## src/pb_defs.svh

```systemverilog
/* Packet playback build parameters. Register addresses are 32-bit word
   addresses, and the data window covers the whole packet memory. */
`ifndef PB_DEFS_SVH
`define PB_DEFS_SVH

// Packet word and memory geometry
`define PB_DATA_BYTES      8
`define PB_DATA_WID        (`PB_DATA_BYTES * 8)
`define PB_MTY_WID         3
`define PB_MEM_BYTES       2048
`define PB_MEM_WORDS       (`PB_MEM_BYTES / `PB_DATA_BYTES)
`define PB_MEM_ADDR_WID    8
`define PB_WIN_ADDR_WID    9
`define PB_SIZE_WID        16
`define PB_META_WID        32
`define PB_TIMEOUT_CYCLES  1024

// Register map
`define PB_REG_ADDR_WID    10
`define PB_REG_CONTROL     0
`define PB_REG_CONFIG      1
`define PB_REG_COMMAND     2
`define PB_REG_STATUS      3
`define PB_REG_INFO        4
`define PB_REG_META        5
`define PB_REG_DATA_BASE   256
`define PB_REG_DATA_WORDS  (`PB_MEM_BYTES / 4)

`endif

```

## src/pb_pkg.sv

```systemverilog
/* Command and status codes of the playback controller, and the register word
   that CONFIG and COMMAND writes are decoded through. */
`default_nettype none

package pb_pkg;

    typedef enum logic [1:0] {
        CMD_NOP             = 2'd0,
        CMD_SEND_ONE        = 2'd1,
        CMD_SEND_BURST      = 2'd2,
        CMD_SEND_CONTINUOUS = 2'd3
    } pb_cmd_e;

    // STOP reuses the NOP code, only meaningful during continuous sending
    localparam pb_cmd_e CMD_STOP = CMD_NOP;

    typedef enum logic [1:0] {
        STATUS_DISABLED = 2'd0,
        STATUS_READY    = 2'd1,
        STATUS_BUSY     = 2'd2
    } pb_status_e;

    // One write word, two meanings depending on the register address
    typedef union packed {
        struct packed {
            logic [15:0] burst_size;
            logic [15:0] packet_bytes;
        } cfg;
        struct packed {
            logic [29:0] rsvd;
            pb_cmd_e     code;
        } cmd;
    } pb_reg_word_u;

endpackage

`default_nettype wire

```

## src/pb_ctrl.sv

```systemverilog
/* Playback FSM. Sizes of zero or above the memory size are rejected; a STOP
   during continuous sending lets one more descriptor go out. */
`timescale 1ns/10ps
`default_nettype none
`include "pb_defs.svh"

module pb_ctrl (
    input  logic                      clk,
    input  logic                      srst,
    input  logic                      enable,
    input  logic                      cmd_evt,
    input  pb_pkg::pb_cmd_e           cmd_code,
    input  logic [`PB_SIZE_WID-1:0]   packet_bytes,
    input  logic [`PB_SIZE_WID-1:0]   burst_size,
    input  logic [`PB_META_WID-1:0]   meta,
    output pb_pkg::pb_status_e        status_code,
    output logic                      done,
    output logic                      error,
    output logic                      timeout,
    output logic                      desc_valid,
    output logic [`PB_SIZE_WID-1:0]   desc_size,
    output logic [`PB_META_WID-1:0]   desc_meta,
    input  logic                      desc_ready
);
    import pb_pkg::*;

    localparam int TMO_WID = $clog2(`PB_TIMEOUT_CYCLES);

    typedef enum logic [3:0] {
        ST_DISABLED, ST_READY, ST_SEND_ONE, ST_SEND_BURST, ST_SEND_CONT,
        ST_STOP, ST_DONE, ST_ERROR, ST_TIMEOUT
    } state_e;

    state_e                    state;
    state_e                    state_nxt;
    logic                      start;
    logic                      size_bad;
    logic                      tmo_hit;
    logic [TMO_WID-1:0]        tmo_cnt;
    logic [`PB_SIZE_WID-1:0]   burst_cnt;
    logic [`PB_SIZE_WID-1:0]   burst_last;

    assign start    = (state == ST_READY) && cmd_evt;
    assign size_bad = (packet_bytes == '0) || (packet_bytes > `PB_MEM_BYTES);
    assign tmo_hit  = (tmo_cnt == TMO_WID'(`PB_TIMEOUT_CYCLES - 1));

    // ------------------------------------------------------------------------
    // State machine
    // ------------------------------------------------------------------------
    always_ff @(posedge clk) begin
        if (srst) begin
            state <= ST_DISABLED;
        end else begin
            state <= state_nxt;
        end
    end

    always_comb begin
        state_nxt = state;
        case (state)
            ST_DISABLED: if (enable) state_nxt = ST_READY;
            ST_READY: begin
                if (!enable) state_nxt = ST_DISABLED;
                else if (cmd_evt) begin
                    if (cmd_code == CMD_NOP)             state_nxt = ST_DONE;
                    else if (size_bad)                   state_nxt = ST_ERROR;
                    else if (cmd_code == CMD_SEND_ONE)   state_nxt = ST_SEND_ONE;
                    else if (cmd_code == CMD_SEND_BURST) state_nxt = ST_SEND_BURST;
                    else                                 state_nxt = ST_SEND_CONT;
                end
            end
            ST_SEND_ONE, ST_STOP: begin
                if (desc_ready)   state_nxt = ST_DONE;
                else if (tmo_hit) state_nxt = ST_TIMEOUT;
            end
            ST_SEND_BURST: begin
                if (desc_ready) begin
                    if (burst_cnt == burst_last) state_nxt = ST_DONE;
                end else if (tmo_hit) begin
                    state_nxt = ST_TIMEOUT;
                end
            end
            ST_SEND_CONT: begin
                if (cmd_evt && (cmd_code == CMD_STOP)) state_nxt = ST_STOP;
                else if (!desc_ready && tmo_hit)       state_nxt = ST_TIMEOUT;
            end
            ST_DONE, ST_ERROR, ST_TIMEOUT: state_nxt = ST_READY;
            default: state_nxt = ST_DISABLED;
        endcase
    end

    // Packet context, held for the whole command
    always_ff @(posedge clk) begin
        if (start) begin
            desc_size  <= packet_bytes;
            desc_meta  <= meta;
            burst_last <= (burst_size == '0) ? '0 : burst_size - 1'b1;
            burst_cnt  <= '0;
        end else if (desc_ready) begin
            burst_cnt <= burst_cnt + 1'b1;
        end
    end

    // Restarts on every accepted descriptor
    always_ff @(posedge clk) begin
        if (srst) begin
            tmo_cnt <= '0;
        end else if (!desc_valid || desc_ready) begin
            tmo_cnt <= '0;
        end else begin
            tmo_cnt <= tmo_cnt + 1'b1;
        end
    end

    // ------------------------------------------------------------------------
    // Outputs
    // ------------------------------------------------------------------------
    assign desc_valid = (state == ST_SEND_ONE) || (state == ST_SEND_BURST) ||
                        (state == ST_SEND_CONT) || (state == ST_STOP);
    assign done    = (state == ST_DONE);
    assign error   = (state == ST_ERROR);
    assign timeout = (state == ST_TIMEOUT);

    always_comb begin
        case (state)
            ST_DISABLED: status_code = STATUS_DISABLED;
            ST_SEND_ONE, ST_SEND_BURST, ST_SEND_CONT, ST_STOP: status_code = STATUS_BUSY;
            default:     status_code = STATUS_READY;
        endcase
    end

    // Only legal packet sizes are offered to the reader
    a_desc_size_legal : assert property (
        @(posedge clk) disable iff (srst)
        desc_valid |-> (desc_size != '0) && (desc_size <= `PB_MEM_BYTES));

endmodule

`default_nettype wire

```

## config.mk

```make
export PLATFORM = sky130hd
export DESIGN_NAME = pb_ctrl
export DESIGN_NICKNAME = d
export VERILOG_FILES = /design/src/pb_pkg.sv /design/src/pb_ctrl.sv
export VERILOG_INCLUDE_DIRS = /design/src
export SDC_FILE = /design/constraint.sdc
export NUM_CORES = 1
export LEC_CHECK = 0
export ABC_AREA = 1
export BUFFER_PORTS_ARGS = -buffer_cell sky130_fd_sc_hd__clkbuf_2
export CAP_MARGIN = 20
export CORE_MARGIN = 1.5
export CORE_UTILIZATION = 47
export DETAILED_ROUTE_END_ITERATION = 12
export MAX_ROUTING_LAYER = met4
export PLACE_DENSITY = 0.76
export SLEW_MARGIN = 5
export SYNTH_ARGS = -nofsm -noshare
export SYNTH_HDL_FRONTEND = slang
export SYNTH_SLANG_ARGS = --single-unit
```

## constraint.sdc

```tcl
create_clock -name clk -period 2.77 [get_ports clk]
set_input_delay 0.277 -clock clk [delete_from_list [all_inputs] [get_ports clk]]
set_output_delay 0.277 -clock clk [all_outputs]
set_load 0.02 [all_outputs]
```

## Word-level counts from Yosys, hierarchy flattened

Index checks and enable logic that the tools add are counted.

- Add/subtract/negate cells: 3
- $mul: 0
- Div/mod/pow operators: 0
- $lt $le $gt $ge: 1
- Equal/unequal tests: 16
- Shift operators: 0
- Mux-type cells: 15
- Bitwise logic cells: 0
- Reductions and logical operators: 19

Operators with widths:

| cell | count |
|---|---|
| 4-bit two-way mux | 9 |
| 16-bit logical NOT | 2 |
| 4-bit one-hot mux with 6 select lines | 1 |
| 16-bit by 1-bit adder with 16-bit output (second input constant) | 1 |
| 16-bit == test | 1 |
| 4-bit by 3-bit == test with 1-bit output (second input constant) | 4 |
| 16-bit by 12-bit > comparator with 1-bit output (second input constant) | 1 |
| 16-bit by 1-bit subtractor with 16-bit output (second input constant) | 1 |
| 3-bit two-way mux | 4 |
| 10-bit by 1-bit adder with 10-bit output (second input constant) | 1 |
| 10-bit == test (second input constant) | 1 |
| 3-bit != test (second input constant) | 3 |
| 4-bit by 2-bit == test with 1-bit output (second input constant) | 2 |
| 1-bit logical OR | 5 |
| 4-bit by 1-bit == test with 1-bit output (second input constant) | 1 |
| 4-bit == test (second input constant) | 1 |
| 4-bit logical NOT | 1 |
| 2-bit one-hot mux with 2 select lines | 1 |
| 4-bit AND reduction | 1 |
| 2-bit OR reduction | 2 |
| 4-bit OR reduction | 1 |
| 1-bit logical AND | 3 |
| 3-bit OR reduction | 1 |
| 2-bit by 1-bit == test with 1-bit output (second input constant) | 1 |
| 4 further kinds | 5 |

- Register bits after elaboration: 94
- Bits in latches: 0
- Bits in writable memories: 0
- Bits in read-only memories: 0
- Bits of input ports: 71
- Output and inout bits: 54
- Logic and storage cells: 60
- Memories kept: 0

## Depth between registers and ports, before layout

- Word-level depth: 8
- Mapped depth: 11

## Least setup slack after synthesis

OpenSTA, ideal clock, no wires.

- Path kind: reg2reg
- From: register state[3]
- To: register burst_cnt[5]
- Library setup time: 123 ps
- Data arrival time: 2840 ps
- Required time: 2647 ps
- Slack: -193 ps
- Stages on the path, launching flop included: 7
- Path buffers: 0
- Clock period less this slack: 2963 ps
- Path through: dfxtp_1 nor2_2 nand3_1 nor2_2 inv_2 o21ai_0 a21oi_1

- Cells in the longest elaborated chain, start to end: 2

Ends and longest elaborated chain:

| what | RTL line | text |
|---|---|---|
| start: declaration | pb_ctrl.sv:34 | `state_e state;` |
| start signal: assignment | pb_ctrl.sv:54 | `state <= state_nxt;` |
| 4-bit by 1-bit == test with 1-bit output | pb_ctrl.sv:43 | `assign start = (state == ST_READY) && cmd_evt;` |
| 1-bit logical AND | pb_ctrl.sv:43 |  |
| net start | pb_ctrl.sv:36 | `logic start;` |
| end signal: assignment | pb_ctrl.sv:100 | `burst_cnt <= burst_cnt + 1'b1;` |
| end: declaration | pb_ctrl.sv:40 | `` logic [`PB_SIZE_WID-1:0] burst_cnt; `` |

The timed path passes the listed nets, and every way through them passes these cells.
A chain may end at the register's enable or synchronous reset.

## Final worst setup path

- From: register state[0]
- To: output status_code[0]

- Cells in the longest elaborated chain, start to end: 3
- Elaborated cells on any way between the ends: 7
- Classes of those cells: eq/ne: 4; mux: 1; reduce/logical: 2

Ends and longest elaborated chain:

| what | RTL line | text |
|---|---|---|
| 4-bit by 2-bit == test with 1-bit output / 4-bit by 3-bit == test with 1-bit output (equally long branches) | pb_ctrl.sv:125 | `case (state)` |
| 4-bit OR reduction | pb_ctrl.sv:125 |  |
| 2-bit one-hot mux with 2 select lines (*) | pb_ctrl.sv:125 |  |
| end: declaration | pb_ctrl.sv:16 | `output pb_pkg::pb_status_e status_code,` |

Mark *: on every way between the ends. The rest lies on a longest branch, timed or not.

==> impl_metrics.toml <==
[run_status]
outcome = "finished clean"

[power_and_ir_drop]
powerDensity_mw_per_mm2 = 725.6
pwr-share-clk_pct = 25.9
seqPwrFrac_pct = 48.4
comb_power_share_pct = 25.6
p_sw_share_pct = 32.62
p_switching_mw = 1.245
peakVddDrop_mv = 0.3255
internal_power_mw = 2.572
p_leak_nw = 2.320

[synthesis]
synth_cell_type_count = 33
synth.avg_cell_area_um2 = 9.254
ys_ff_latch = 94
synth_nets = 537
ys_seq_area_share_pct = 59.00
synth.area.top_cells = "edfxtp_1 45%, dfxtp_1 14%, nand2_1 9.9%"
synth_top_area_share_pct = 44.95
synthCells = 462
netlist_area_mm2 = 0.004275
synth.largest_area_cell = "edfxtp_1"
synth_edf_count = 64
synthFlopType = "edfxtp_1"
ys_warn_count = 0
async_flop_share_pct = 0

[clock_network]
cts_tree = "yes"
postCtsHoldBufs = 0
post_cts_buffers = 0
root_buffer = "clkbuf_8"
ctsResizeCount = 0
h-tree-depth = 3
cts_sinks = 94
clk_latency_ns = 0.35
cts_made_buffers = 9
cts_buffer_depth = 2
path_clk_slew_ns = 0.09

[route]
first_pass_iters = 5
vias = 3369
wire_per_inst_um = 11.67
detailedRoute.firstIterationViolations = 132
ant_nets = 0
drc = 0
via_per_inst = 4.738
routed_wl_mm = 8.296

[global_route]
overflow = 0
grt_pass1_wl_mm = 13.92
grt_pass1_vias = 3178
grtUsageTotal_pct = 18.22
antenna_found_initial = 0
grt_max_degree = 49

[critical_path]
crit_path_max_incr_delay_ns = 0.43
crit_slowest_cell = "dfxtp_1"
path_max_fanout = 6
crit_required_ns = 2.49
critPathKind = "reg2out"
critical_path.cell_chain = "nor2_1, nand2_1, nand3_1, a21oi_1, clkbuf_2"
critPathArrivalTime_ns = 1.52
crit_path_start_kind = "flip-flop"
cp-end-kind = "primary output"

[layout]
diodes = 0
multi_input_area_mm2 = 0.001484
mostFrequentLayoutCells = "124 x clkbuf_2, 113 x nand2_1, 70 x nor2_1"
drive_gt1_share_pct = 27.36
final_common_cell = "clkbuf_2"
fin_nets = 673
register_area_mm2 = 0.002522
fin_cells = 711
syn2layout_area_growth_pct = 23.06
fill_cells = 747
final_area_mm2 = 0.005261

[placement]
dp.cells = 695
gp_congestion = 0.8437
hpwlAfterDp_mm = 6.415
placed_area_mm2 = 0.005040
portBuffers = 124

[floorplanning]
std_cell_rows = 34
die_h_um = 98.38
core_mm2 = 0.008763
die_w_um = 98.38
die-area_mm2 = 0.009678
initial_core_util_pct = 48.79
num_io_pins = 125

[sta]
tightest_slew_ns = 0.5787
rsz0062_at_grt = "no"
maxSlewHeadroom_pct = 61.42
period_needed_ns = 1.792
fin_crit_sh_pct = 64.70
slew_violations = 0
hold_viol_final = 0
finClkSkew_ns = 0.008964
max_freq_mhz = 557.9
setup_violations = 0
fin_tns_setup_ns = 0

[job]
drv_cap = 0

[worst_hold_path]
hp-class = "in2reg"
[area by class of cell]
cell class	count	share of cell area (%)
timing repair buffer	126	12.08
sequential	94	47.94
clock buffer	10	2.426
clock inverter	6	1.784
multi-input combinational	297	28.20
inverter	70	4.994
tap	108	2.568
[registers in the layout, indices dropped and copies added, names as in the netlist]
signal	count
burst_cnt	16
desc_meta	32
desc_size	16
state	4
burst_last	16
tmo_cnt	10
[critical path, delay by kind of cell, from the launching register on]
family / cells / cell delay [ns]
buf+inv: 1 / 0.18
compound gates: 1 / 0.15
simple gates: 3 / 0.41
flops: 1 / 0.43
[layer usage]
metal,up-vias,global-route usage [%],routed length (µm)
li1,1766,-,-
met1,1490,21.67,3510
met2,105,31.14,4126
met3,8,4.223,550
met4,0,4.875,109
met5,-,-,0
[cells in the mapped netlist (4+ instances only)]
library cell and count:
nand2_1 113, nor2_1 70, inv_1 68, edfxtp_1 64
dfxtp_1 30, nand3_1 24, a21oi_1 18, xor2_1 10
nor3_1 9, o21ai_0 9, nor2_2 5, ha_1 4
[cell families after synthesis]
family                     synth area share (%)
AOI/OAI and AO/OA                         5.473
xor gates and xnor gates                  2.663
adders and majority gates                 1.171
buffers and inverters                     6.409
DFF                                       59.00
muxes                                    0.2341
and+or+nand+nor                           25.05
[worst paths after layout]
kind	from	endpoint	slack, ns	cells after the start
worst max register to register	state[3]$_SDFFE_PP0P_	desc_meta[31]$_DFFE_PP_	1.10	4
worst min-delay path	meta[16]	desc_meta[16]$_DFFE_PP_	0.09	1
worst min register to register	tmo_cnt[0]$_SDFF_PP0_	tmo_cnt[0]$_SDFF_PP0_	0.47	1
worst max-delay path	state[0]$_SDFFE_PP0P_	status_code[0]	0.98	5
[power groups by stage]
stage | clock network (mW) | registers (mW) | logic (mW)
after global routing | 1.07 | 1.88 | 1.10
after detailed placement | 0 | 1.88 | 0.980
final | 0.990 | 1.85 | 0.978
after CTS | 1.01 | 1.85 | 0.986
after floorplan | 0 | 1.99 | 0.561
after global placement | 0 | 1.87 | 0.958
[metrics by stage]
step	worst slack [ns]	hold WS, ns	utilization [%]	power [mW]
floorplan	0.5978	0.3461	-	2.549
global placement	1.017	0.4304	57.51	2.833
detailed placement	0.9552	0.4491	57.51	2.860
CTS	0.9748	0.08037	60.04	3.847
global route	0.8751	0.06460	60.04	4.046
finish	0.9777	0.09378	60.04	3.818
No activity file was read; power rests on OpenSTA's default activity.
