<file path="src/pb_defs.svh">
/* Packet playback build parameters. Register addresses are 32-bit word
   addresses, and the data window covers the whole packet memory. */
`ifndef PB_DEFS_SVH
`define PB_DEFS_SVH

// Packet word and memory geometry
`define PB_DATA_BYTES      8
`define PB_DATA_WID        (`PB_DATA_BYTES * 8)
`define PB_MTY_WID         3
`define PB_MEM_BYTES       2048
`define PB_MEM_WORDS       (`PB_MEM_BYTES / `PB_DATA_BYTES)
`define PB_MEM_ADDR_WID    8
`define PB_WIN_ADDR_WID    9
`define PB_SIZE_WID        16
`define PB_META_WID        32
`define PB_TIMEOUT_CYCLES  1024

// Register map
`define PB_REG_ADDR_WID    10
`define PB_REG_CONTROL     0
`define PB_REG_CONFIG      1
`define PB_REG_COMMAND     2
`define PB_REG_STATUS      3
`define PB_REG_INFO        4
`define PB_REG_META        5
`define PB_REG_DATA_BASE   256
`define PB_REG_DATA_WORDS  (`PB_MEM_BYTES / 4)

`endif

</file>
<file path="src/pb_packet_read.sv">
/* Streams one packet per descriptor from address zero. Takes a descriptor
   only when idle; at most two words are buffered or in flight. */
`timescale 1ns/10ps
`default_nettype none
`include "pb_defs.svh"

module pb_packet_read (
    input  logic                          clk,
    input  logic                          srst,
    input  logic                          desc_valid,
    input  logic [`PB_SIZE_WID-1:0]       desc_size,
    input  logic [`PB_META_WID-1:0]       desc_meta,
    output logic                          desc_ready,
    output logic                          rd_en,
    output logic [`PB_MEM_ADDR_WID-1:0]   rd_addr,
    input  logic [`PB_DATA_WID-1:0]       rd_data,
    output logic                          pkt_valid,
    input  logic                          pkt_ready,
    output logic [`PB_DATA_WID-1:0]       pkt_data,
    output logic                          pkt_eop,
    output logic [`PB_MTY_WID-1:0]        pkt_mty,
    output logic [`PB_META_WID-1:0]       pkt_meta
);

    logic                          busy;
    logic                          rd_done;
    logic                          rd_pend;
    logic                          rd_pend_last;
    logic                          rd_last;
    logic [`PB_MEM_ADDR_WID-1:0]   rd_ptr;
    logic [`PB_MEM_ADDR_WID-1:0]   last_addr;
    logic [`PB_SIZE_WID-1:0]       size_m1;
    logic [`PB_MTY_WID-1:0]        mty_q;
    logic [`PB_META_WID-1:0]       meta_q;
    logic [1:0]                    occ;
    logic                          push;
    logic                          pop;

    // Two-entry output buffer
    logic [`PB_DATA_WID-1:0]       buf_data [2];
    logic [1:0]                    buf_eop;
    logic [1:0]                    buf_cnt;
    logic                          wr_sel;
    logic                          rd_sel;

    assign desc_ready = desc_valid && !busy;
    assign size_m1    = desc_size - 1'b1;
    assign pop        = pkt_valid && pkt_ready;
    assign push       = rd_pend;

    // Count a word leaving this cycle as free space
    assign occ     = buf_cnt + {1'b0, rd_pend};
    assign rd_en   = busy && !rd_done && ((occ < 2'd2) || ((occ == 2'd2) && pop));
    assign rd_addr = rd_ptr;
    assign rd_last = (rd_ptr == last_addr);

    // ------------------------------------------------------------------------
    // Control state
    // ------------------------------------------------------------------------
    always_ff @(posedge clk) begin
        if (srst) begin
            busy    <= 1'b0;
            rd_done <= 1'b0;
            rd_pend <= 1'b0;
            buf_cnt <= 2'd0;
            wr_sel  <= 1'b0;
            rd_sel  <= 1'b0;
        end else begin
            if (desc_ready) begin
                busy <= 1'b1;
            end else if (pop && pkt_eop) begin
                busy <= 1'b0;
            end
            if (desc_ready) begin
                rd_done <= 1'b0;
            end else if (rd_en && rd_last) begin
                rd_done <= 1'b1;
            end
            rd_pend <= rd_en;
            buf_cnt <= buf_cnt + {1'b0, push} - {1'b0, pop};
            if (push) wr_sel <= ~wr_sel;
            if (pop)  rd_sel <= ~rd_sel;
        end
    end

    // ------------------------------------------------------------------------
    // Descriptor context and data path
    // ------------------------------------------------------------------------
    always_ff @(posedge clk) begin
        if (desc_ready) begin
            rd_ptr    <= '0;
            last_addr <= size_m1[`PB_MTY_WID +: `PB_MEM_ADDR_WID];
            mty_q     <= `PB_MTY_WID'(`PB_DATA_BYTES - desc_size[`PB_MTY_WID-1:0]);
            meta_q    <= desc_meta;
        end else if (rd_en) begin
            rd_ptr <= rd_ptr + 1'b1;
        end
        rd_pend_last <= rd_en && rd_last;
    end

    always_ff @(posedge clk) begin
        if (push) begin
            buf_data[wr_sel] <= rd_data;
            buf_eop[wr_sel]  <= rd_pend_last;
        end
    end

    assign pkt_valid = (buf_cnt != 2'd0);
    assign pkt_data  = buf_data[rd_sel];
    assign pkt_eop   = buf_eop[rd_sel];
    assign pkt_mty   = pkt_eop ? mty_q : '0;
    assign pkt_meta  = meta_q;

    a_stall_stable : assert property (
        @(posedge clk) disable iff (srst)
        (pkt_valid && !pkt_ready) |=> pkt_valid && $stable(pkt_data) &&
            $stable(pkt_eop) && $stable(pkt_mty) && $stable(pkt_meta));

endmodule

`default_nettype wire

</file>
<file path="config.mk">
export PLATFORM = sky130hd
export DESIGN_NAME = pb_packet_read
export DESIGN_NICKNAME = d
export VERILOG_FILES = /design/src/pb_packet_read.sv
export VERILOG_INCLUDE_DIRS = /design/src
export SDC_FILE = /design/constraint.sdc
export NUM_CORES = 1
export LEC_CHECK = 0
export BUFFER_PORTS_ARGS = -buffer_cell sky130_fd_sc_hd__buf_2
export CORE_MARGIN = 5
export CORE_UTILIZATION = 25
export CTS_BUF_LIST = sky130_fd_sc_hd__clkbuf_8
export CTS_CLUSTER_DIAMETER = 50
export CTS_CLUSTER_SIZE = 25
export DETAILED_ROUTE_END_ITERATION = 16
export GPL_TIMING_DRIVEN = 0
export HOLD_SLACK_MARGIN = 0.08
export PLACE_DENSITY = 0.55
export SYNTH_ARGS = -nofsm -noshare
export SYNTH_HDL_FRONTEND = slang
export SYNTH_SLANG_ARGS = --single-unit
</file>
<file path="constraint.sdc">
create_clock -name clk -period 7.25 [get_ports clk]
set_input_delay 0.3625 -clock clk [delete_from_list [all_inputs] [get_ports clk]]
set_output_delay 0.3625 -clock clk [all_outputs]
set_load 0.05 [all_outputs]
</file>
---- Word-level counts from Yosys, hierarchy flattened ----
Memories as Yosys holds them, arrays and structs flattened. A register that Yosys moved wholly into a read port is not among the register bits.
Index checks and enable logic that the tools add are counted.
word-level totals
  memories kept ........................... 1
  logic and storage cells ................. 52
  bits in writable memories ............... 128
  input bits .............................. 116
  bits in registers ....................... 61
cells by class
  reduce and logical (&&, ||, !) cells .... 14
  bitwise operators ....................... 2
  eq/ne operators ......................... 2
  add/subtract/negate cells ............... 5
  magnitude comparators ................... 4
  muxes and demuxes ....................... 12
memories
  name      depth  bits a word  read ports  clocked after Yosys merged registers in  wr ports  line                  RTL
  buf_data  2      64           1           1                                        1         pb_packet_read.sv:40  logic [`PB_DATA_WID-1:0] buf_data [2];
operator list
  kind                     number
  $sub A11 B1 Y11 const B  1
  $mux W1                  9
  $add A8 B1 Y8 const B    1
  $eq A8 B8 Y1             1
  $logic_and A1 B1 Y1      8
  $lt A1 B2 Y1 const B     2
  $reduce_bool A2 Y1       2
  $mux W3                  1
  $sub A1 B3 Y3 const A    1
  $add A2 B1 Y2            1
  $bwmux W2                1
  $eq A2 B2 Y1 const B     1
  $logic_not A1 Y1         2
  $lt A2 B2 Y1 const B     1
  $not A1 Y1               2
  $reduce_or A2 Y1         1
  $sub A2 B1 Y2            1
  $demux W1 S1             1
  $ge A1 B1 Y1 const B     1
  $logic_or A1 B1 Y1       1

---- Depth between registers and ports, before layout ----
Gate-level depths: netlist of run 1.
  depth in word-level cells ............... 6
  mapped depth ............................ 7
  gate-level depth less buffers ........... 6

---- Least setup slack after synthesis of run 1 ----
Ideal clock, no wire load.
  path kind ............................... register to register
  start ................................... reg rd_pend, in the netlist push
  end ..................................... mem buf_data[0][0] (netlist bit), enable pin
  stages on the path, launching flop included .. 2
  required time ........................... 6.754 ns
  library setup time ...................... 0.496 ns
  arrival time ............................ 3.265 ns
  setup slack ............................. 3.489 ns
  period minus slack after synthesis ...... 3.761 ns
  cells stage by stage .................... dfxtp_1 nor2b_1
between the ends
  cells in the longest elaborated chain, start to end .. 2
RTL lines
  what                           line                   RTL
  start, declared                pb_packet_read.sv:27   logic rd_pend;
  start signal, assigned         pb_packet_read.sv:79   rd_pend <= rd_en;
  $mux W1                        pb_packet_read.sv:102  if (push) begin
  $mux W1 (not written as such)  pb_packet_read.sv:103  buf_data[wr_sel] <= rd_data;
  end, declared                  pb_packet_read.sv:40
Every way passes these cells.

==> results of run 1 <==
stage by stage:
| step | instance area (sq um) | hold WS, ns |
|---|---|---|
| finish | 10000 | 0.156 |
| global route | 10000 | 0.109 |
| CTS | 10000 | 0.107 |
| detailed placement | 8620 | 0.413 |
| global placement | 8520 | 0.405 |
| floorplan | 6940 | 0.404 |
layout by cell type (no fill, tap or decap), types with 5 or more instances in the layout:
cell type and instances:
buf_2 220, edfxtp_1 173, dlygate4sd3_1 96, mux2_2 64, dfxtp_1 17, clkbuf_8 17, xnor2_1 16, nand2_1 13
nor2_1 12, inv_1 8, clkbuf_1 8, xor2_1 5, ha_1 5, inv_8 5
report_power, final:
group	internal, W	switching [W]
clock	0.000356	0.000408
combinational	0.000285	0.000647
sequential	0.00126	0.0000271
total	0.00190	0.00108
cell families (layout without fill, tap and decap cells):
group / Yosys count / in the layout
compound gates: 13 / 13
xor+xnor: 21 / 21
fa+ha+maj: 5 / 5
buf+inv: 18 / 370
flops: 190 / 190
mux: 68 / 68
simple gates: 49 / 49
registers in the layout, indices dropped and copies added, names as in the netlist, 2 cells and up, named ones only:
signal / count
buf_cnt: 2
rd_addr: 8
last_addr: 8
mty_q: 3
pkt_meta: 32
buf_eop: 2
buf_data: 128
timing repair:
action	in CTS	in global routing
hold buffers	96	0
endpoints found under the hold margin	160	0
endpoints found under the setup margin	0	0
gates resized for setup	0	0
worst min path at each step:
stage                       startpoint          to  cells after the start
after floorplan           rd_pend_last  buf_eop[0]                      0
after global placement    rd_pend_last  buf_eop[1]                      0
after detailed placement  rd_pend_last  buf_eop[1]                      0
after CTS                 desc_size[0]    mty_q[0]                      1
after global routing      desc_size[0]    mty_q[0]                      1
final                     desc_size[0]    mty_q[0]                      1
routing by layer:
metal,global-route usage (%),wire [um],vias to the layer above
li1,-,-,2067
met1,11.8,6520,2094
met2,17.1,7830,163
met3,4.79,1510,13
met4,3.16,193,2
met5,0,7,-
layout make-up:
class	instances	area [sq um]
well taps	378	473
repair buffers	320	2150
clock inverters	15	203
fillers	2721	17600
inverters	9	33.8
clock buffers	17	234
plain buffers	9	41.3
multi-input cells	156	1340
flip-flops and latches	190	5540
==> flow_summary.yaml, run 1 <==
status:
  outcome: "finished clean"
synth:
  synth_common_cells: "edfxtp_1 (173), mux2_2 (64), dfxtp_1 (17), xnor2_1 (16), nand2_1 (13)"
  synth.most_common_cell: "edfxtp_1"
  ys.flop_type: "edfxtp_1"
  synth_top_area_share_pct: 74.8
  synth-xor-area-share_pct: 2.65
  syn-instance-count: 364
  synth_cell_types: 29
  synth_mux_area_share_pct: 11.0
  yosys-top-cells-area: "edfxtp_1 (75%), mux2_2 (10%), dfxtp_1 (4.9%)"
  synth_top_family_by_area: "multiplexers"
  yosys.area_share.adder_pct: 0.901
  syn-cell-area_sq_um: 6940
  ys_ff_latch: 190
  synth_edf_count: 173
  yosysTopAreaCell: "edfxtp_1"
  async_flop_share_pct: 0
  ys_seq_area_share_pct: 79.7
  syn-num-nets: 485
  synth-simple-area-share_pct: 3.48
  synth_compound_area_share_pct: 1.23
  avgSynthCellArea_sq_um: 19.1
  yosysWarnings: 0
route:
  vias: 4339
  drt-total-wl_mm: 16.1
  drc: 0
  route.antenna.remaining_nets: 0
  first_pass_iters: 4
  viasPerCell: 3.97
  wl_per_cell_um: 14.7
  first_iter_violations: 141
place:
  dp_slack_ns: 4.56
  gp_congestion: 0.743
  port-buffer-count: 220
  dpl.hpwl_mm: 10.7
  dp.cells: 966
global_route:
  grt_pass1_wl_mm: 24.9
  grt_use_total_pct: 10.2
  grt_start_max_net_pins: 47
  grt_overflow: 0
  antenna_found_initial: 1
  grt_pass1_vias: 4769
critical_path:
  r2r-end: "rd_addr[7]"
  end_kind: "output port"
  critPathTopFamily: "buffers and inverters"
  cp-endpoint: "pkt_data[11]"
  critPathMaxStageDelay_ns: 0.68
  r2r-start: "push"
  path_max_fanout: 10
  crit_top_cell: "clkbuf_1"
  r2r_slack_ns: 5.24
  required_ns: 6.89
  rr_worst_depth: 6
  arrival_ns: 2.63
  crit_chain: "clkbuf_1 > clkbuf_1 > mux2_2 > buf_2"
  crit_buf_inv: 3
  crit_type: "flip-flop to output port"
  start_kind: "flip-flop"
  slowest_stage: "clkbuf_1"
  path_depth: 4
floorplanning:
  io_pins: 227
  die_w_um: 177
  core-area_sq_um: 27600
  die_y_um: 177
  num_rows: 61
  die-area_sq_um: 31200
  initial_utilization_pct: 25.1
pwr:
  cellLeakagePower_nw: 3.78
  irDropWorstVdd_v: 0.000116
  p_per_area_nw_per_um2: 298
  finalPower_w: 0.00298
sta:
  fmax_mhz: 334
  fin_skew_ns: 0.0105
  rsz0062_at_grt: "no"
  setup_viol: 0
  min_period_ns: 3.00
  timing.final.ws_setup_ns: 4.25
  worstMarginPinSlew_ns: 0.804
  period_share_pct: 41.3
  fin_tns_setup_ns: 0
  drv_slew: 0
  hold_viol: 0
  relSlewSlack_pct: 46.4
hold_path:
  hold_class: "input pin to flip-flop"
job:
  maxCapViolCount: 0
cts:
  h-tree-depth: 4
  cts_max_path_buffers: 2
  clock_sinks: 190
  insertion_delay_ns: 0.45
  cts_root_buf: "clkbuf_8"
  post_cts_buffers: 0
  path_clk_slew_ns: 0.10
  tritoncts: "built"
  numCtsBuffers: 17
finish:
  drive_above_1_share_pct: 45.4
  area_delta_synth_final_pct: 44.2
  layoutNonFillerInstCount: 1094
  utilization_pct: 36.2
  antenna_cells: 0
  nNetsFinal: 824
Note: power is estimated with default switching activity, not from simulation.
==> run 2, diff against run 1 <==
--- a/config.mk
+++ b/config.mk
@@ -6,6 +6,7 @@
 export SDC_FILE = /design/constraint.sdc
 export NUM_CORES = 1
 export LEC_CHECK = 0
+export ABC_AREA = 1
 export BUFFER_PORTS_ARGS = -buffer_cell sky130_fd_sc_hd__buf_2
 export CORE_MARGIN = 5
 export CORE_UTILIZATION = 25
@@ -15,7 +16,7 @@
 export DETAILED_ROUTE_END_ITERATION = 16
 export GPL_TIMING_DRIVEN = 0
 export HOLD_SLACK_MARGIN = 0.08
-export PLACE_DENSITY = 0.55
+export PLACE_DENSITY = 0.57
 export SYNTH_ARGS = -nofsm -noshare
 export SYNTH_HDL_FRONTEND = slang
 export SYNTH_SLANG_ARGS = --single-unit
==> constraint.sdc (replaced) <==
create_clock -name clk -period 2.55 [get_ports clk]
set_input_delay 0.1275 -clock clk [delete_from_list [all_inputs] [get_ports clk]]
set_output_delay 0.1275 -clock clk [all_outputs]
set_load 0.05 [all_outputs]
==> flow_summary.yaml, run 2 <==
status:
  outcome: "finished clean"
synth:
  syn-num-nets: 536
  yosysTopAreaCell: "edfxtp_1"
  synth_top_area_share_pct: 73.0
  avgSynthCellArea_sq_um: 17.1
  yosys-top-cells-area: "edfxtp_1 (73%), mux2_2 (10%), dfxtp_1 (4.8%)"
  syn-cell-area_sq_um: 7120
  synth_cell_types: 28
  async_flop_share_pct: 0
  ys_seq_area_share_pct: 77.8
  yosysWarnings: 0
  synth_common_cells: "edfxtp_1 (173), mux2_2 (64), nand2_1 (40), inv_1 (34), nor2_1 (18)"
  synth.most_common_cell: "edfxtp_1"
  synth_edf_count: 173
  ys_ff_latch: 190
  syn-instance-count: 415
  ys.flop_type: "edfxtp_1"
hold_path:
  holdPathEnd: "rd_addr[6]"
  holdPathStages: 4
  hold_class: "input pin to flip-flop"
  min_from: "desc_valid"
cts:
  h-tree-depth: 4
  post_cts_buffers: 0
  cts_root_buf: "clkbuf_8"
  tritoncts: "built"
  clock_sinks: 190
  path_clk_slew_ns: 0.11
  numCtsBuffers: 17
  insertion_delay_ns: 0.45
  ctsHoldBuffers: 114
  cts_max_path_buffers: 2
  post_cts_resized: 0
pwr:
  cellLeakagePower_nw: 4.03
  pwr-share-comb_pct: 29.2
  power.share.clock_pct: 25.9
  swShare_pct: 35.4
  p_sw_w: 0.00290
  irDropWorstVdd_v: 0.000300
  p_seq_share_pct: 44.8
  p_per_area_nw_per_um2: 789
  internal_power_w: 0.00529
route:
  drc: 0
  first_pass_iters: 4
  first_iter_violations: 161
  drt-total-wl_mm: 16.6
  route.antenna.remaining_nets: 0
  vias: 4519
  wl_per_cell_um: 14.3
  viasPerCell: 3.88
sta:
  hold_viol: 0
  timing.final.ws_setup_ns: 0.539
  worstMarginPinSlew_ns: 0.776
  rsz0062_at_grt: "no"
  fmax_mhz: 497
  fin_tns_setup_ns: 0
  drv_slew: 0
  fin_skew_ns: 0.0175
  setup_viol: 0
  relSlewSlack_pct: 48.1
  period_share_pct: 78.9
  min_period_ns: 2.01
critical_path:
  crit_chain: "buf_2 > buf_4 > mux2_2 > buf_2"
  required_ns: 2.42
  crit_buf_inv: 3
  arrival_ns: 1.88
  critPathTopFamily: "buffers and inverters"
  crit_type: "flip-flop to output port"
  r2r-start: "push"
  r2r_slack_ns: 0.69
  end_kind: "output port"
  start_kind: "flip-flop"
  crit_top_cell: "buf_2"
  r2r-end: "buf_data[0][40]"
  slowest_stage: "mux2_2"
  rr_worst_depth: 4
  path_depth: 4
  critPathMaxStageDelay_ns: 0.37
  path_max_fanout: 10
global_route:
  grt_busiest_layer: "met2"
  grtUsageMet1_pct: 11.7
  antenna_found_initial: 1
  grt_pass1_wl_mm: 25.4
  met2_usage_pct: 18.2
  grt_start_max_net_pins: 51
  grt_pass1_vias: 4911
  globalRouteMet3Util_pct: 3.84
  grt_overflow: 0
  grt_use_total_pct: 10.3
floorplanning:
  die-area_sq_um: 31900
  core-area_sq_um: 27900
  num_rows: 61
  initial_utilization_pct: 25.5
  io_pins: 227
  die_w_um: 179
  die_y_um: 179
place:
  dp_slack_ns: 0.640
  gp_congestion: 0.723
  dpl.hpwl_mm: 11.4
  port-buffer-count: 221
finish:
  largest_register_ff_count: 128
  final.fill_count: 2729
  layout_commonest_cell: "buf_2"
  drive_above_1_share_pct: 43.9
  nNetsFinal: 894
  final_cell_mix: "buf_2 (222), edfxtp_1 (173), dlygate4sd3_1 (114)"
  area_delta_synth_final_pct: 45.8
  antenna_cells: 0
  largest_register: "buf_data"
  multi_input_area_sq_um: 1390
  regArea_sq_um: 5540
job:
  maxCapViolCount: 0
## run 2: changes by cell type in the layout (fill, tap and decap cells not counted), sizes merged, moves of 8 or more
cell         delta
buf             +8
nand2          +32
clkbuf          -8
nor2            +8
inv            +27
dlygate4sd3    +18
## run 2: area by class of cell
cell class / instances / share of cell area, %
flip-flops and latches: 190 / 53.3
repair buffers: 339 / 22.6
multi-input cells: 181 / 13.4
well taps: 378 / 4.56
clock buffers: 17 / 2.25
clock inverters: 15 / 1.94
inverters: 36 / 1.35
plain buffers: 8 / 0.591
## run 2: cell families (layout without fill, tap and decap cells)
group	count (synthesis)	in the layout	synth area share, %
muxes	64	64	10.1
adders and majority gates	5	5	0.879
AOI/OAI and AO/OA	18	18	1.35
buffers and inverters	44	415	2.80
DFF	190	190	77.8
xor gates and xnor gates	16	16	1.97
and+or+nand+nor	78	78	5.08
## run 2: per-layer routing
layer / vias to the layer above / part of all wire (%)
met5: - / 0.078
met1: 2132 / 41
li1: 2211 / -
met4: 2 / 1.3
met2: 163 / 50
met3: 11 / 8.6
## run 2: power groups by stage
| stage | sequential (W) | clock [W] | combinational, W |
|---|---|---|---|
| after floorplan | 0.00391 | 0 | 0.00153 |
| after global placement | 0.00375 | 0 | 0.00226 |
| after detailed placement | 0.00375 | 0 | 0.00229 |
| after CTS | 0.00367 | 0.00224 | 0.00244 |
| after global routing | 0.00369 | 0.00237 | 0.00255 |
| final | 0.00367 | 0.00212 | 0.00240 |
## run 2: metrics by stage
| step | total power [W] | std cells | cell area, sq um | util, % | hold slack [ns] |
|---|---|---|---|---|---|
| finish | 0.00819 | 1164 | 10400 | 37.1 | 0.127 |
| global route | 0.00861 | 1164 | 10400 | 37.1 | 0.127 |
| CTS | 0.00835 | 1164 | 10400 | 37.1 | 0.0870 |
| detailed placement | 0.00604 | 1018 | 8800 | 31.5 | 0.306 |
| global placement | 0.00601 | 1014 | 8700 | 31.1 | 0.305 |
| floorplan | 0.00544 | 415 | 7120 | - | 0.194 |
## run 2: worst max-delay path by stage
stage,from,endpoint,slack (ns)
floorplan,push,buf_data[0][0],0.04
global placement,push,buf_data[0][56],-1.31
detailed placement,push,buf_data[0][62],0.64
CTS,flip-flop,pkt_data[26],0.39
global route,flip-flop,pkt_data[26],0.35
finish,flip-flop,pkt_data[26],0.54
## run 2: worst reg2reg max path, delay by kind of cell (launching register included)
| kind | cells | cell delay, ns |
|---|---|---|
| and+or+nand+nor | 1 | 0.59 |
| DFF | 1 | 0.39 |
| buffers and inverters | 3 | 0.57 |
==> run 3, diff against run 2 <==
==> constraint.sdc (replaced) <==
create_clock -name clk -period 1.83 [get_ports clk]
set_input_delay 0.0915 -clock clk [delete_from_list [all_inputs] [get_ports clk]]
set_output_delay 0.0915 -clock clk [all_outputs]
set_load 0.05 [all_outputs]
==> flow_summary.yaml, run 3 (same netlist as run 2, synthesis figures left out) <==
cts:
  h-tree-depth: 4
  tritoncts: "built"
  insertion_delay_ns: 0.45
  cts_max_path_buffers: 2
  numCtsBuffers: 17
  path_clk_slew_ns: 0.11
  clock_sinks: 190
  cts_root_buf: "clkbuf_8"
place:
  gp_congestion: 0.722
  dp.cells: 1017
  dpl.hpwl_mm: 11.3
  place_area_sq_um: 8770
  port-buffer-count: 221
sta:
  fin_skew_ns: 0.0207
  period_share_pct: 99.5
  worstMarginPinSlew_ns: 0.811
  hold_viol: 0
  drv_slew: 0
  fmax_mhz: 549
  relSlewSlack_pct: 45.9
  min_period_ns: 1.82
  setup_viol: 0
  fin_tns_setup_ns: 0
  rsz0062_at_grt: "yes"
route:
  viasPerCell: 4.00
  wl_per_cell_um: 16.0
  drt-total-wl_mm: 18.9
  first_pass_iters: 4
  first_iter_violations: 190
  vias: 4709
  route.antenna.remaining_nets: 0
  drc: 0
global_route:
  grtUsageMet1_pct: 12.7
  grt_overflow: 0
  met2_usage_pct: 19.6
  grt_pass1_wl_mm: 27.4
  grt_busiest_layer: "met2"
  grt_start_max_net_pins: 37
  globalRouteMet3Util_pct: 4.60
  grt_use_total_pct: 11.3
  grt_pass1_vias: 5085
  antenna_found_initial: 0
critical_path:
  end_kind: "flip-flop"
  start_kind: "flip-flop"
  crit_chain: "nand2_2 > clkinvlp_4 > buf_12"
  arrival_ns: 2.00
  rr_worst_depth: 3
  required_ns: 2.01
  crit_type: "flip-flop to flip-flop"
  critPathMaxStageDelay_ns: 0.62
  path_max_fanout: 36
  slowest_stage: "clkinvlp_4"
floorplanning:
  die_w_um: 179
  initial_utilization_pct: 25.5
  core-area_sq_um: 27900
  die_y_um: 179
  io_pins: 227
  die-area_sq_um: 31900
  num_rows: 61
hold_path:
  hold_class: "input pin to flip-flop"
  holdPathStages: 2
finish:
  layoutNonFillerInstCount: 1178
  final_cell_mix: "edfxtp_1 (173), buf_2 (153), dlygate4sd3_1 (115)"
  post-route-cell-area_sq_um: 11500
  final.fill_count: 2559
  utilization_pct: 41.1
  nNetsFinal: 908
  layout_commonest_cell: "edfxtp_1"
  drive_above_1_share_pct: 45.9
  antenna_cells: 0
  area_delta_synth_final_pct: 61.5
  largest_register: "buf_data"
  largest_register_ff_count: 128
pwr:
  irDropWorstVdd_v: 0.000407
  cellLeakagePower_nw: 4.52
  p_per_area_nw_per_um2: 1110
job:
  maxCapViolCount: 0
status:
  outcome: "finished clean"
==> run 3: changes by cell type in the layout (fill, tap and decap cells not counted), sizes merged <==
| cell | previous run | this run |
|---|---|---|
| bufinv | 2 | 1 |
| clkbuf | 17 | 22 |
| clkinv | 7 | 4 |
| inv | 42 | 43 |
| dlygate4sd3 | 114 | 115 |
| buf | 233 | 239 |
| clkinvlp | 0 | 5 |
==> run 3: power breakdown <==
group | internal (W) | switching, W
clock | 0.00117 | 0.00174
sequential | 0.00504 | 0.000111
combinational | 0.00210 | 0.00261
==> run 3: layer usage <==
metal	vias to the layer above	share of wire, %
met4	0	1.5
met3	14	8.2
met2	183	51
li1	2248	-
met5	-	0
met1	2264	39
==> run 3: worst paths after layout <==
check | start | end | slack, ns
worst max-delay path | push | buf_data[1][8] | 0.009
worst max register to register | push | buf_data[1][8] | 0.009
worst min-delay path | desc_meta[27] | pkt_meta[27] | 0.34
worst min register to register | rd_pend_last | buf_eop[1] | 0.44
==> run 3: repair_timing <==
action                     4_1_cts  5_1_grt
setup buffers                    6        2
gates cloned                     6        4
setup endpoints to repair      146      106
hold endpoints to repair       184        0
pin swaps                        0        0
gates resized for setup        171      113
hold buffers                   115        0
==> run 3: through the flow <==
step | hold slack, ns | setup WS (ns) | power [W]
2_1_floorplan | 0.158 | 0.0331 | 0.00758
3_3_place_gp | 0.267 | -0.749 | 0.00839
3_5_place_dp | 0.270 | -0.129 | 0.00841
4_1_cts | 0.285 | -0.0985 | 0.0124
5_1_grt | 0.289 | -0.124 | 0.0134
6_report | 0.343 | 0.00885 | 0.0128
==> run 3: final cells by class <==
class	count	area, sq um	share of cell area, %
clock inverter	15	184	1.60
inverter	36	145	1.26
timing repair buffer	351	3160	27.5
tap	378	473	4.11
buffer	8	141	1.23
multi-input combinational	181	1600	14.0
sequential	190	5540	48.2
clock buffer	17	234	2.04
timing repair inverter	2	12.5	0.109
==> run 3: worst max-delay path, delay by kind of cell, from the launching register on <==
family / cells / cell delay, ns
buf+inv: 2 / 1.07
simple gates: 1 / 0.08
flops: 1 / 0.36
